===== config.mk =====
export PLATFORM = sky130hd
export DESIGN_NAME = waySequencer
export DESIGN_NICKNAME = d
export VERILOG_FILES = /design/src/hw/nandCommandPkg.sv /design/src/hw/waySequencer.sv
export SDC_FILE = /design/constraint.sdc
export NUM_CORES = 1
export LEC_CHECK = 0
export BUFFER_PORTS_ARGS = -buffer_cell sky130_fd_sc_hd__buf_2
export CORE_AREA = 5 5 42 44
export DETAILED_ROUTE_END_ITERATION = 8
export DIE_AREA = 0 0 47 49
export PLACE_DENSITY_LB_ADDON = 0.08
export SLEW_MARGIN = 20
export SYNTH_ARGS = -nofsm -noshare
export SYNTH_HDL_FRONTEND = slang
export SYNTH_SLANG_ARGS = --single-unit

===== constraint.sdc =====
create_clock -name iSystemClock -period 1.39 [get_ports iSystemClock]
set_input_delay 0.2085 -clock iSystemClock [delete_from_list [all_inputs] [get_ports iSystemClock]]
set_output_delay 0.2085 -clock iSystemClock [all_outputs]
set_load 0.03 [all_outputs]

===== src/hw/nandCommandPkg.sv =====
`default_nettype none

package nandCommandPkg;

    // Command as carried from the port to every way sequencer.
    typedef struct packed {
        logic [5:0] opcode;
        logic [4:0] targetId;
        logic [4:0] sourceId;
    } commandT;

    // Primitive request toward the shared timer.
    // Bit 0 of pCommand triggers the timer.
    typedef struct packed {
        logic [7:0]  pCommand;
        logic [2:0]  pCommandOption;
        logic [15:0] numOfData;
    } primitiveRequestT;

    // Wishbone classic, master to slave.
    typedef struct packed {
        logic        cyc;
        logic        stb;
        logic        we;
        logic [3:0]  adr;
        logic [31:0] dat;
    } wishboneRequestT;

    // Wishbone classic, slave to master.
    typedef struct packed {
        logic [31:0] dat;
        logic        ack;
    } wishboneResponseT;

    localparam logic [5:0] PowerOnWaitOpcode = 6'b111110;
    localparam logic [4:0] PowerOnWaitTarget = 5'b00101;

endpackage

`default_nettype wire

===== src/hw/waySequencer.sv =====
`timescale 1ns/1ps
`default_nettype none

module waySequencer #(
    parameter int PollCycles = 11000
) (
    input  logic                             iSystemClock,
    input  logic                             reset,
    input  logic                             cmdValid,
    input  nandCommandPkg::commandT          command,
    output logic                             cmdReady,
    output logic                             start,
    output logic                             lastStep,
    output nandCommandPkg::primitiveRequestT primitiveRequest,
    input  logic                             pmReady,
    input  logic                             pmLastStep
);
    import nandCommandPkg::*;

    typedef enum logic [1:0] {
        StateIdle  = 2'b00,
        StateIssue = 2'b01,
        StateWait  = 2'b11
    } stateT;

    stateT currentState;
    stateT nextState;
    logic  triggered;

    // Only the power-on wait is handled here.
    assign triggered = cmdValid && (command.opcode == PowerOnWaitOpcode)
                       && (command.targetId == PowerOnWaitTarget);

    always_ff @(posedge iSystemClock) begin
        if (reset) begin
            currentState <= StateIdle;
        end else begin
            currentState <= nextState;
        end
    end

    always_comb begin
        case (currentState)
            StateIdle:  nextState = triggered ? StateIssue : StateIdle;
            StateIssue: nextState = pmReady ? StateWait : StateIssue;
            StateWait:  nextState = lastStep ? StateIdle : StateWait;
            default:    nextState = StateIdle;
        endcase
    end

    assign cmdReady = (currentState == StateIdle);
    assign start    = triggered;
    assign lastStep = (currentState == StateWait) && pmLastStep;

    assign primitiveRequest.pCommand       = {7'd0, currentState == StateIssue};
    assign primitiveRequest.pCommandOption = 3'b000;
    assign primitiveRequest.numOfData      = 16'(PollCycles);

endmodule

`default_nettype wire


# Yosys cells after proc, flatten, opt, wreduce, memory -nomap -nowiden
# Index checks and enable logic that the tools add are counted.
[op_classes]
add_sub_neg = 0
mul = 0
n_div = 0
order_cmp = 0
eq_ne = 4
shift = 0
n_mux = 4
n_bitwise = 0
reduce_logical = 4
[ops]
columns = ["operator", "n"]
rows = [
  ["equality test 6 bit, second input constant", 1],
  ["case mux 2 bit (3 select lines)", 1],
  ["equality test 5 x 3 -> 1 bit, second input constant", 1],
  ["two-way mux 2 bit", 2],
  ["logical AND 1 bit", 3],
  ["equality test 2 x 1 -> 1 bit, second input constant", 1],
  ["equality test 2 bit, second input constant", 1],
  ["logical NOT 2 bit", 1],
  ["two-way mux 1 bit", 1],
]
[totals]
reg_bits = 2
latch_bits = 0
ramBits = 0
rom_bits = 0
output_inout_bits = 30
mem_count = 0

# Longest topological paths before layout
[depth]
depth_word = 5
depth_mapped = 3
mapped_depth_nobuf = 3

# Worst setup path after synthesis
# OpenSTA, ideal clock, no wires.
[synth_timing]
kind = "input to output"
startpoint = "input port command[8] (netlist name)"
endpoint = "output port start"
arrival_time_ps = 1010
required_ps = 1182
path_slack_ps = 171
path_stages = 3
cell_sequence = "nor4bb_1 nand4_1 nor2_1"
[synth_between]
elab_chain_cells = 2
[synth_lines]
columns = ["element", "line_no", "text"]
rows = [
  ["start, declared", "waySequencer.sv:10", "input nandCommandPkg::commandT command,"],
  ["equality test 5 x 3 -> 1 bit", "waySequencer.sv:32", "&& (command.targetId == PowerOnWaitTarget);"],
  ["logical AND 1 bit", "waySequencer.sv:32", ""],
  ["end, declared", "waySequencer.sv:12", "output logic start,"],
]
# No other way between the ends.

# Worst setup path in the final report
# Same ends and word-level chain as after synthesis.

==> summary.md <==
| Metric | Value |
|---|---|
| CTS Sinks | `2` |
| GPL Wtd Cong | `between 0.6 and 0.7` |
| GRT Resource Usage Total | `0.05696` |
| Die Width | `approximately 47 um` |
| Port bufs | `19` |
| Crit path DAT | `between 1000 and 1500 ps` |
| Site row count | `14` |
| Maximum vdd drop | `between 0.15 and 0.2 mV` |
| Period minus WS final | `1231 ps` |
| Commonest register cell after synthesis | `dfxtp_1` |
| Max Clk Rate | `between 0.8 and 0.9 GHz` |
| Most frequent cells after synthesis | `26 x buf_4, 2 x conb_1, 2 x dfxtp_1, 2 x nor2_1` |
| PnR worst setup slack | `158.7 ps` |
| Overflow after GRT | `0` |
| Syn Area/Cell | `7.618 sq um` |
| Final setup viols | `0` |
| Post-Syn Instances | `45` |
| Via count of the first global-routing pass | `249` |
| Leak | `~0.00022 uW` |
| Fin. max-slew vios | `0` |
| Pre-CTS setup slack | `between 100 and 150 ps` |
| Worst skew pair latency | `between 200 and 250 ps` |
| P_sw | `approximately 130 uW` |
| Biggest register | `currentState` |
| Io pins | `between 50 and 60` |
| Average via count per standard cell | `3.259` |
| Buffer count from post-CTS setup fixing | `0` |
| Max-cap violations | `0` |
| Root buffer cell | `clkbuf_4` |
| EDFF count, synth | `0` |
| WL/cell | `between 8 and 9 um` |
| Clk pwr share | `0.419` |
| Residual DRC count | `0` |
| Area Growth Syn to Fin | `9.489%` |
| TritonRoute pass-1 iters | `2` |
| Top Registers | `currentState: 2 flops` |
| CP Class | `primary input to output port` |
| DRT antenna net count | `0` |
| Status | `completed` |
| Startpoint types | `primary input` |
| Crit-path max FO | `2` |
| Initial antenna violation count | `0` |
| Req. time, crit path | `between 1000 and 1500 ps` |
| Inserted Diodes | `0` |
| RSZ-0062 raised after global routing | `false` |
| CTS Buf Count | `3` |
| HPWL after detailed placement | `588.7 um` |
| Clock Skew | `~1.2 ps` |
| Post_cts resized | `0` |
| Ratio of cells with drive above 1 in the final layout | `0.3692` |
| Internal | `between 150 and 200 uW` |
| Element type at the critical path end | `output port` |
| Clock transition at path regs | `roughly 30 ps` |
| Flop pwr share | `0.189` |
| Most frequent cell after synthesis | `buf_4` |
| Sw Ratio | `0.4388` |
| Synth Cell Area | `between 300 and 400 sq um` |
| Ys async rst share | `0` |
| Max reg flops | `2` |
| Nets | `just under 90` |
| Cts hold-fix bufs | `0` |
| Logic gate share of total power | `0.392` |
| Hold Violations, Final | `0` |
| Fillcell total | `between 150 and 200` |
| First-pass GRT wire length | `between 800 and 900 um` |
| Synth cell types | `17` |
| Chip height | `around 49 um` |
| WL final | `approximately 670 um` |
| Clk buf depth | `2` |
| TNS Setup | `0 ps` |
| Sequential-to-total area share from yosys stat | `0.1168` |
| Core area | `between 1000 and 1500 sq um` |
| DRT iter0 DRCs | `4` |
| #FFs+latches synth | `2` |
| Power density cells | `814.8 nW/um^2` |
| Synth area leader | `buf_4` |
| Vias | `approximately 260` |
| Yosys synthesis warning count | `0` |
| Top-area cell type share of the netlist area | `0.5693` |
| H-tree depth | `1` |
| Die ar. | `2303 sq um` |
| Tcrit/Tclk final | `0.8858` |
| CTS tree | `built` |
| Largest net degree at the start of global routing | `7` |
| Initial core utilization | `0.2446` |
| Worst min-delay path class | `primary input to register` |
| Top post-synthesis cells by area | `buf_4 57%, dfxtp_1 12%, mux2i_1 2.9%` |
==> critical path, stage by stage <==
cell	delay [ps]
buf_2	90
nor4bb_1	270
nand4_1	150
nor2_1	100
buf_2	200
==> layer usage <==
layer	part of all wire	up-vias	global-route usage	routed length, um
met5	0	-	0	0
met4	0	0	0.08295	0
li1	-	133	-	-
met2	0.49	26	0.08824	324
met3	0.21	0	0.01476	141
met1	0.30	105	0.04376	201
==> metrics by stage <==
step	hold WS, ps	utilization	cell area [sq um]	std cells	power (uW)
floorplan	284.6	-	432.9	69	211.9
global placement	406.4	0.2518	352.8	78	176.4
detailed placement	405.2	0.2518	352.8	78	176.3
CTS	165.6	0.2679	375.4	81	313.9
global route	177.5	0.2679	375.4	81	324.6
finish	175.6	0.2679	375.4	81	305.9
==> path summary, 6_finish.rpt <==
check,cells past startpoint,endpoint,slack [ps],startpoint
setup / recovery,5,start,160,command[8]
setup reg to reg,2,currentState[0]$_SDFF_PP0_,320,currentState[1]$_SDFF_PP0_
hold reg to reg,1,currentState[1]$_SDFF_PP0_,530,currentState[0]$_SDFF_PP0_
hold / removal,2,currentState[1]$_SDFF_PP0_,180,reset
==> layout by cell type, fill, tap and decap left out, drive strengths merged, types with 2 or more instances in the layout <==
cell    count
buf        19
nor2        2
clkbuf      3
dfxtp       2
conb       26
==> final cells by class <==
| type | count | area (sq um) | share of cell area |
|---|---|---|---|
| inverters | 1 | 3.754 | 0.01000 |
| multi-input cells | 40 | 193.9 | 0.5167 |
| well taps | 16 | 20.02 | 0.05333 |
| flip-flops and latches | 2 | 40.04 | 0.1067 |
| repair buffers | 19 | 95.09 | 0.2533 |
| clock buffers | 3 | 22.52 | 0.06000 |
==> power by group through the flow <==
stage          Clock [uW]  Sequential [uW]  Combinational (uW)
2_1_floorplan           0             58.6                 153
6_report              128             57.9                 120
4_1_cts               138             57.8                 118
5_1_grt               139             57.8                 128
3_3_place_gp            0             58.6                 118
3_5_place_dp            0             58.6                 118
==> cell families (layout without fill, tap and decap cells) <==
family	after synthesis	count (layout)	synth area share
buffers and inverters	27	23	0.5803
AND/OR/NAND/NOR	12	12	0.2373
other	2	26	0.02191
flip-flops	2	2	0.1168
AO/OA/AOI/OAI	1	1	0.01458
multiplexers	1	1	0.02920
No activity file was read; power rests on OpenSTA's default activity.
