===== src/hw/nandCommandPkg.sv =====
`default_nettype none

package nandCommandPkg;

    // Command as carried from the port to every way sequencer.
    typedef struct packed {
        logic [5:0] opcode;
        logic [4:0] targetId;
        logic [4:0] sourceId;
    } commandT;

    // Primitive request toward the shared timer.
    // Bit 0 of pCommand triggers the timer.
    typedef struct packed {
        logic [7:0]  pCommand;
        logic [2:0]  pCommandOption;
        logic [15:0] numOfData;
    } primitiveRequestT;

    // Wishbone classic, master to slave.
    typedef struct packed {
        logic        cyc;
        logic        stb;
        logic        we;
        logic [3:0]  adr;
        logic [31:0] dat;
    } wishboneRequestT;

    // Wishbone classic, slave to master.
    typedef struct packed {
        logic [31:0] dat;
        logic        ack;
    } wishboneResponseT;

    localparam logic [5:0] PowerOnWaitOpcode = 6'b111110;
    localparam logic [4:0] PowerOnWaitTarget = 5'b00101;

endpackage

`default_nettype wire

===== src/hw/wishboneCommandPort.sv =====
`timescale 1ns/1ps
`default_nettype none

module wishboneCommandPort #(
    parameter int NumberOfWays = 4
) (
    input  logic                             iSystemClock,
    input  logic                             reset,
    input  nandCommandPkg::wishboneRequestT  wishboneRequest,
    output nandCommandPkg::wishboneResponseT wishboneResponse,
    output logic [NumberOfWays-1:0]          cmdValid,
    output nandCommandPkg::commandT          command,
    input  logic [NumberOfWays-1:0]          cmdReady,
    input  logic [NumberOfWays-1:0]          start,
    input  logic [NumberOfWays-1:0]          lastStep
);
    import nandCommandPkg::*;

    logic        writePending;
    logic [2:0]  pendingWay;
    commandT     pendingCommand;
    logic        registeredAck;
    logic [31:0] readData;
    logic [7:0]  completedCount;
    logic [7:0]  rejectedCount;
    logic [7:0]  busyBits;
    logic [2:0]  requestWay;
    logic        newCycle;
    logic        handshake;
    logic        accepted;
    logic        ack;

    // A new bus cycle starts only once the previous one has fully ended.
    assign newCycle = wishboneRequest.cyc && wishboneRequest.stb && !writePending
                      && !registeredAck;
    assign requestWay = wishboneRequest.dat[26:24];

    always_comb begin
        for (int way = 0; way < NumberOfWays; way++) begin
            cmdValid[way] = writePending && (pendingWay == 3'(way));
        end
    end

    assign handshake = |(cmdValid & cmdReady);
    assign accepted  = |(cmdValid & start);
    assign command   = pendingCommand;

    always_comb begin
        busyBits = '0;
        busyBits[NumberOfWays-1:0] = ~cmdReady;
    end

    assign ack = registeredAck || handshake;
    assign wishboneResponse.ack = ack;
    assign wishboneResponse.dat = readData;

    always_ff @(posedge iSystemClock) begin
        if (reset) begin
            writePending   <= 1'b0;
            registeredAck  <= 1'b0;
            completedCount <= '0;
            rejectedCount  <= '0;
        end else begin
            registeredAck <= 1'b0;
            completedCount <= completedCount + 8'($countones(lastStep));

            if (newCycle) begin
                if (!wishboneRequest.we) begin
                    registeredAck <= 1'b1;
                end else if (wishboneRequest.adr != 4'd0) begin
                    registeredAck <= 1'b1;
                end else if (int'(requestWay) < NumberOfWays) begin
                    writePending <= 1'b1;
                end else begin
                    // Way out of range.
                    registeredAck <= 1'b1;
                    rejectedCount <= rejectedCount + 8'd1;
                end
            end

            if (handshake) begin
                writePending <= 1'b0;
                if (!accepted) begin
                    rejectedCount <= rejectedCount + 8'd1;
                end
            end
        end
    end

    // Captured command and read data.
    always_ff @(posedge iSystemClock) begin
        if (newCycle) begin
            pendingWay              <= requestWay;
            pendingCommand.opcode   <= wishboneRequest.dat[5:0];
            pendingCommand.targetId <= wishboneRequest.dat[12:8];
            pendingCommand.sourceId <= wishboneRequest.dat[20:16];
            if (!wishboneRequest.we && wishboneRequest.adr == 4'd0) begin
                readData <= {8'd0, rejectedCount, completedCount, busyBits};
            end else begin
                readData <= '0;
            end
        end
    end

endmodule

`default_nettype wire


===== config.mk =====
export PLATFORM = sky130hd
export DESIGN_NAME = wishboneCommandPort
export DESIGN_NICKNAME = d
export VERILOG_FILES = /design/src/hw/nandCommandPkg.sv /design/src/hw/wishboneCommandPort.sv
export SDC_FILE = /design/constraint.sdc
export NUM_CORES = 1
export LEC_CHECK = 0
export CORE_MARGIN = 5
export CORE_UTILIZATION = 44
export DETAILED_ROUTE_END_ITERATION = 10
export DONT_BUFFER_PORTS = 1
export PLACE_DENSITY = 0.64
export SYNTH_ARGS = -nofsm -noshare
export SYNTH_HDL_FRONTEND = slang
export SYNTH_SLANG_ARGS = --single-unit

===== constraint.sdc =====
create_clock -name iSystemClock -period 3 [get_ports iSystemClock]
set_input_delay 0.6 -clock iSystemClock [delete_from_list [all_inputs] [get_ports iSystemClock]]
set_output_delay 0.6 -clock iSystemClock [all_outputs]
set_load 0.03 [all_outputs]

# [Word-level counts from Yosys, hierarchy flattened]
# Index checks and enable logic that the tools add are counted.
[op_classes] n_eq_ne=3 order_cmp=1 n_reduce_logical=20 mul=0 n_bitwise=5 n_mux=9 shifts=0 addsub=5 n_div=0
[op_table] cell="2-to-1 mux 8 bit" count=6
[op_table] cell="adder 8 x 1 -> 8 bit, second input constant" count=1
[op_table] cell="adder 8 x 3 -> 8 bit" count=1
[op_table] cell="bitwise AND 4 bit" count=2
[op_table] cell="logical AND 1 bit" count=8
[op_table] cell="OR reduction 4 bit" count=2
[op_table] cell="equality test 3 x 2 -> 1 bit, second input constant" count=2
[op_table] cell="OR reduction 5 bit" count=1
[op_table] cell="adder 1 x 1 -> 2 bit" count=2
[op_table] cell="logical NOT 4 bit" count=1
[op_table] cell="NOT 4 bit" count=1
[op_table] cell="AND reduction 4 bit" count=1
[op_table] cell="nonzero test 4 bit" count=1
[op_table] cell="adder 2 x 2 -> 3 bit" count=1
[op_table] cell="equality test 3 x 1 -> 1 bit, second input constant" count=1
[op_table] cell="logical NOT 1 bit" count=3
[op_table] cell="logical NOT 3 bit" count=1
[op_table] cell="less-than comparator 3 bit, second input constant" count=1
[op_table] cell="2-to-1 mux 1 bit" count=3
[op_table] cell="NOT 1 bit" count=2
[op_table] cell="OR reduction 2 bit" count=1
[op_table] cell="logical OR 1 bit" count=1
[word_totals] ram_bits=0 latchBits=0 memories=0 reg_bits=69 out_inout_bits=53 romBits=0 wordCells=53

# [Depth between registers and ports, before layout]
[logic_depth] depth_word=7 depth_mapped=8 depth_no_buf=8

# [Worst setup path after synthesis]
# Ideal clock, no wire load.
[synth_timing] kind="in2reg" startpoint="input wishboneRequest[38] (netlist name)" endpoint="register rejectedCount[5]" setup_slack_ns=0.265 path_buffers=0 path_stages=5 t_arrival_ns=2.665 setup_ns=0.070 path_cell_list="and4bb_1 nand2_1 a2bb2oi_2 or4_1 a21oi_1"
[synth_between] elab_chain_len=6
[synth_lines] item="start: declaration" line="wishboneCommandPort.sv:9" rtl="input nandCommandPkg::wishboneRequestT wishboneRequest,"
[synth_lines] item="logical AND 1 bit * (2 in a row)" line="wishboneCommandPort.sv:34" rtl="assign newCycle = wishboneRequest.cyc && wishboneRequest.stb && !writePending"
[synth_lines] item="logical AND 1 bit *" line="wishboneCommandPort.sv:35" rtl="&& !registeredAck;"
[synth_lines] item="2-to-1 mux 8 bit *" line="wishboneCommandPort.sv:67" rtl="if (newCycle) begin"
[synth_lines] item="2-to-1 mux 8 bit" line="wishboneCommandPort.sv:83" rtl="if (!accepted) begin"
[synth_lines] item="2-to-1 mux 8 bit *" line="wishboneCommandPort.sv:81" rtl="if (handshake) begin"
[synth_lines] item="end signal: assignment" line="wishboneCommandPort.sv:77" rtl="rejectedCount <= rejectedCount + 8'd1;"
[synth_lines] item="end signal: assignment" line="wishboneCommandPort.sv:84" rtl="rejectedCount <= rejectedCount + 8'd1;"
[synth_lines] item="end: declaration" line="wishboneCommandPort.sv:25" rtl="logic [7:0] rejectedCount;"
# Every way passes the cells marked *; elsewhere a longest branch is shown, timed or not.
# A chain may end at the register's enable or synchronous reset.

==> results.md <==
- Worst-path clk slew: 60 ps
- All-Layer GR Usage: 12.36%
- N_diodes: 0
- Sink Count: 57
- Routability cong.: 0.7506
- Clk Latency, worst-skew pair: between 300 and 400 ps
- Full die area: 6905 µm²
- Maximum vdd drop: between 0.2 and 0.25 mV
- CP max FO: 3
- Std-Cell Rows: 26
- Vias in the first global route: 1,259
- Buffers and inverters on the worst path: 0
- Antenna violations before repair: 0
- Design Area, Final: between 2000 and 3000 µm²
- Post-route ant nets: 0
- Final worst path period need: 2270 ps
- Yosys warnings: 0
- Post-Syn Instances: roughly 180
- Synth unique cells: 38
- Largest net degree at the start of global routing: 42
- Int Pwr: 0.001409 W
- CTS buffer count: 9
- Sw Share: 22.62%
- First-pass GRT wire length: 6589 µm
- Final #Nets: 245
- Pre-Repair DR Iteration Count: 4
- Seq cells post-synth: 57
- Placed Cells: between 200 and 250
- Most frequent cells in the layout: edfxtp_1, nor2_1, dfxtp_1, and2_1, conb_1
- CP peak stage delay: roughly 430 ps
- Drt initial violations: 69
- Post-route clock period utilization: 75.66%
- Clk network pwr share: a little over two fifths
- Mean post-synth cell area: 12.99 µm²
- Net Sw Power: between 0.0004 and 0.0005 W
- Hpwl dp: 3101 µm
- Register area share after synthesis: 65.14%
- Area Overhead vs Synth: 10.16%
- Post-synth EDFFs: 39
- Clock skew: 7.738 ps
- H-tree lvl count: 3
- CP Cell Sequence: or3b_4, o22ai_2, or2_1
- WP data required: 2400 ps
- Setup Viol. Count Final: 0
- Die X: slightly above 80 µm
- DRC errors left: 0
- Grt total ovfl: 0
- Slew Viols, Final: 0
- Post-synth top flop: edfxtp_1
- Setup TNS: 0 ps
- Relative slew slack: 61.37%
- Fin. Hold Viols: 0
- Setup Buffers After CTS: 0
- Status: complete, no violations
- RSZ-0062 raised after global routing: false
- Max Fclk: 440.6 MHz
- Clock Tree Buf Depth: 2
- Die H: 83.10 µm
- Setup CP Type: register to primary output
- CP max-delay cell: or3b_4
- Hold WC Path Type: input port to register
- Non-Filler Instances: 262
- Final WL: 4142 µm
- Combinational share of power: 5.8%
- Worst-Margin Slew: 577.4 ps
- CP arrival: 1670 ps
- Per-cell routed wire length: 15.81 µm
- Placed cell areas: between 2000 and 2500 µm²
- Endpoint class of the critical path: primary output
- Hold slack: 337.6 ps
- Drt via density: around 5.0
- Max Cap Viol: 0
- P_leak: 0.9236 nW
- Ys async rst share: 0%
- Register share of total power: between 50% and 60%
- Filler cell count: 479
- Initial Utilization: between 40% and 50%
- Tot Pwr: 0.001821 W
- Mapped cell area: between 2000 and 2500 µm²
- CTS resizes: 0
- Commonest non-fill, non-tap cell in the layout: edfxtp_1
- # IOs: 106
- Fraction of layout cells with a size suffix above 1: 10.94%
- # hold bufs at CTS: 0
- Power density cells: 703.0 nW/µm²
- TritonCTS clock tree: done
- Crit-path leading delay family: simple AND/OR/NAND/NOR gates
- Total number of vias: 1,300
- PortBufs: 0
- Critical Path Source Type: register
- Core area: 5140 µm²
- Root Driver: clkbuf_8
[layout make-up]
class	instances	area, µm²	area share [%]
timing repair buffer	2	15.01	0.5797
tap	70	87.58	3.382
sequential	57	1531	59.13
inverter	8	30.03	1.159
clock inverter	5	78.83	3.043
multi-input combinational	109	705.7	27.25
clock buffer	11	141.4	5.459
[cell usage after synthesis (2+ instances only)]
master,number,area share (%)
edfxtp_1,39,50
nor2_1,21,3.4
dfxtp_1,18,15
and2_1,14,3.7
buf_4,13,4.2
inv_1,8,1.3
a21oi_1,7,1.5
nand3_1,7,1.5
o21ai_1,5,1.1
or3_1,5,1.3
xor2_1,5,1.9
nand2_1,4,0.64
fa_1,3,2.6
mux2i_1,3,1.3
nor2b_1,3,0.80
clkbuf_1,2,0.32
ha_1,2,1.1
xnor2_1,2,0.75
[power groups by stage]
stage | Combinational [W] | Clock, W | Sequential [W]
floorplan | 0.000107 | 0 | 0.000955
global placement | 0.000101 | 0 | 0.000961
detailed placement | 0.000106 | 0 | 0.000964
CTS | 0.000107 | 0.000789 | 0.000947
global route | 0.000121 | 0.000821 | 0.000950
finish | 0.000105 | 0.000770 | 0.000946
[kinds of logic after synthesis]
family | after synthesis | share of synthesized area (%)
and+or+nand+nor | 65 | 15.11
muxes | 4 | 2.395
AOI/OAI and AO/OA | 16 | 4.364
adders and majority gates | 5 | 3.619
DFF | 57 | 65.14
buffers and inverters | 26 | 6.599
xor gates and xnor gates | 7 | 2.608
other | 1 | 0.1595
[sequential cells by signal, summed over array words and instances, names as in the netlist]
signal,cells
completedCount,8
readData,20
writePending,1
rejectedCount,8
registeredAck,1
pendingWay,3
command,16
[per-layer routing]
layer / part of all wire [%] / up-vias / GRT usage, %
met1: 44 / 607 / 14.46
met3: 6.1 / 9 / 4.356
met5: 0 / - / 0
met2: 48 / 69 / 19.39
li1: - / 615 / -
met4: 1.6 / 0 / 7.578
[path summary, 6_finish.rpt]
check	start	end	slack, ps	cells after the start
hold reg to reg	rejectedCount[5]$_SDFF_PP0_	rejectedCount[5]$_SDFF_PP0_	480	2
setup reg to reg	pendingWay[0]$_DFFE_PN_	rejectedCount[5]$_SDFF_PP0_	1020	5
setup / recovery	pendingWay[0]$_DFFE_PN_	wishboneResponse[0]	730	3
hold / removal	reset	rejectedCount[3]$_SDFF_PP0_	340	1
[worst reg2reg max path, cell delays in order, from the launching register on]
cell,delay (ps)
edfxtp_1,420
or3b_4,430
o22ai_2,170
a2bb2oi_2,200
or4_1,540
a21oi_1,140
[stage by stage]
stage | worst slack, ps | util [%]
after CTS | 712.5 | 50.39
after global placement | 726.4 | 46.11
after floorplan | 264.7 | -
after global routing | 672.9 | 50.39
final | 730.3 | 50.39
after detailed placement | 677.4 | 46.11
Power figures use the tool's default switching activity.
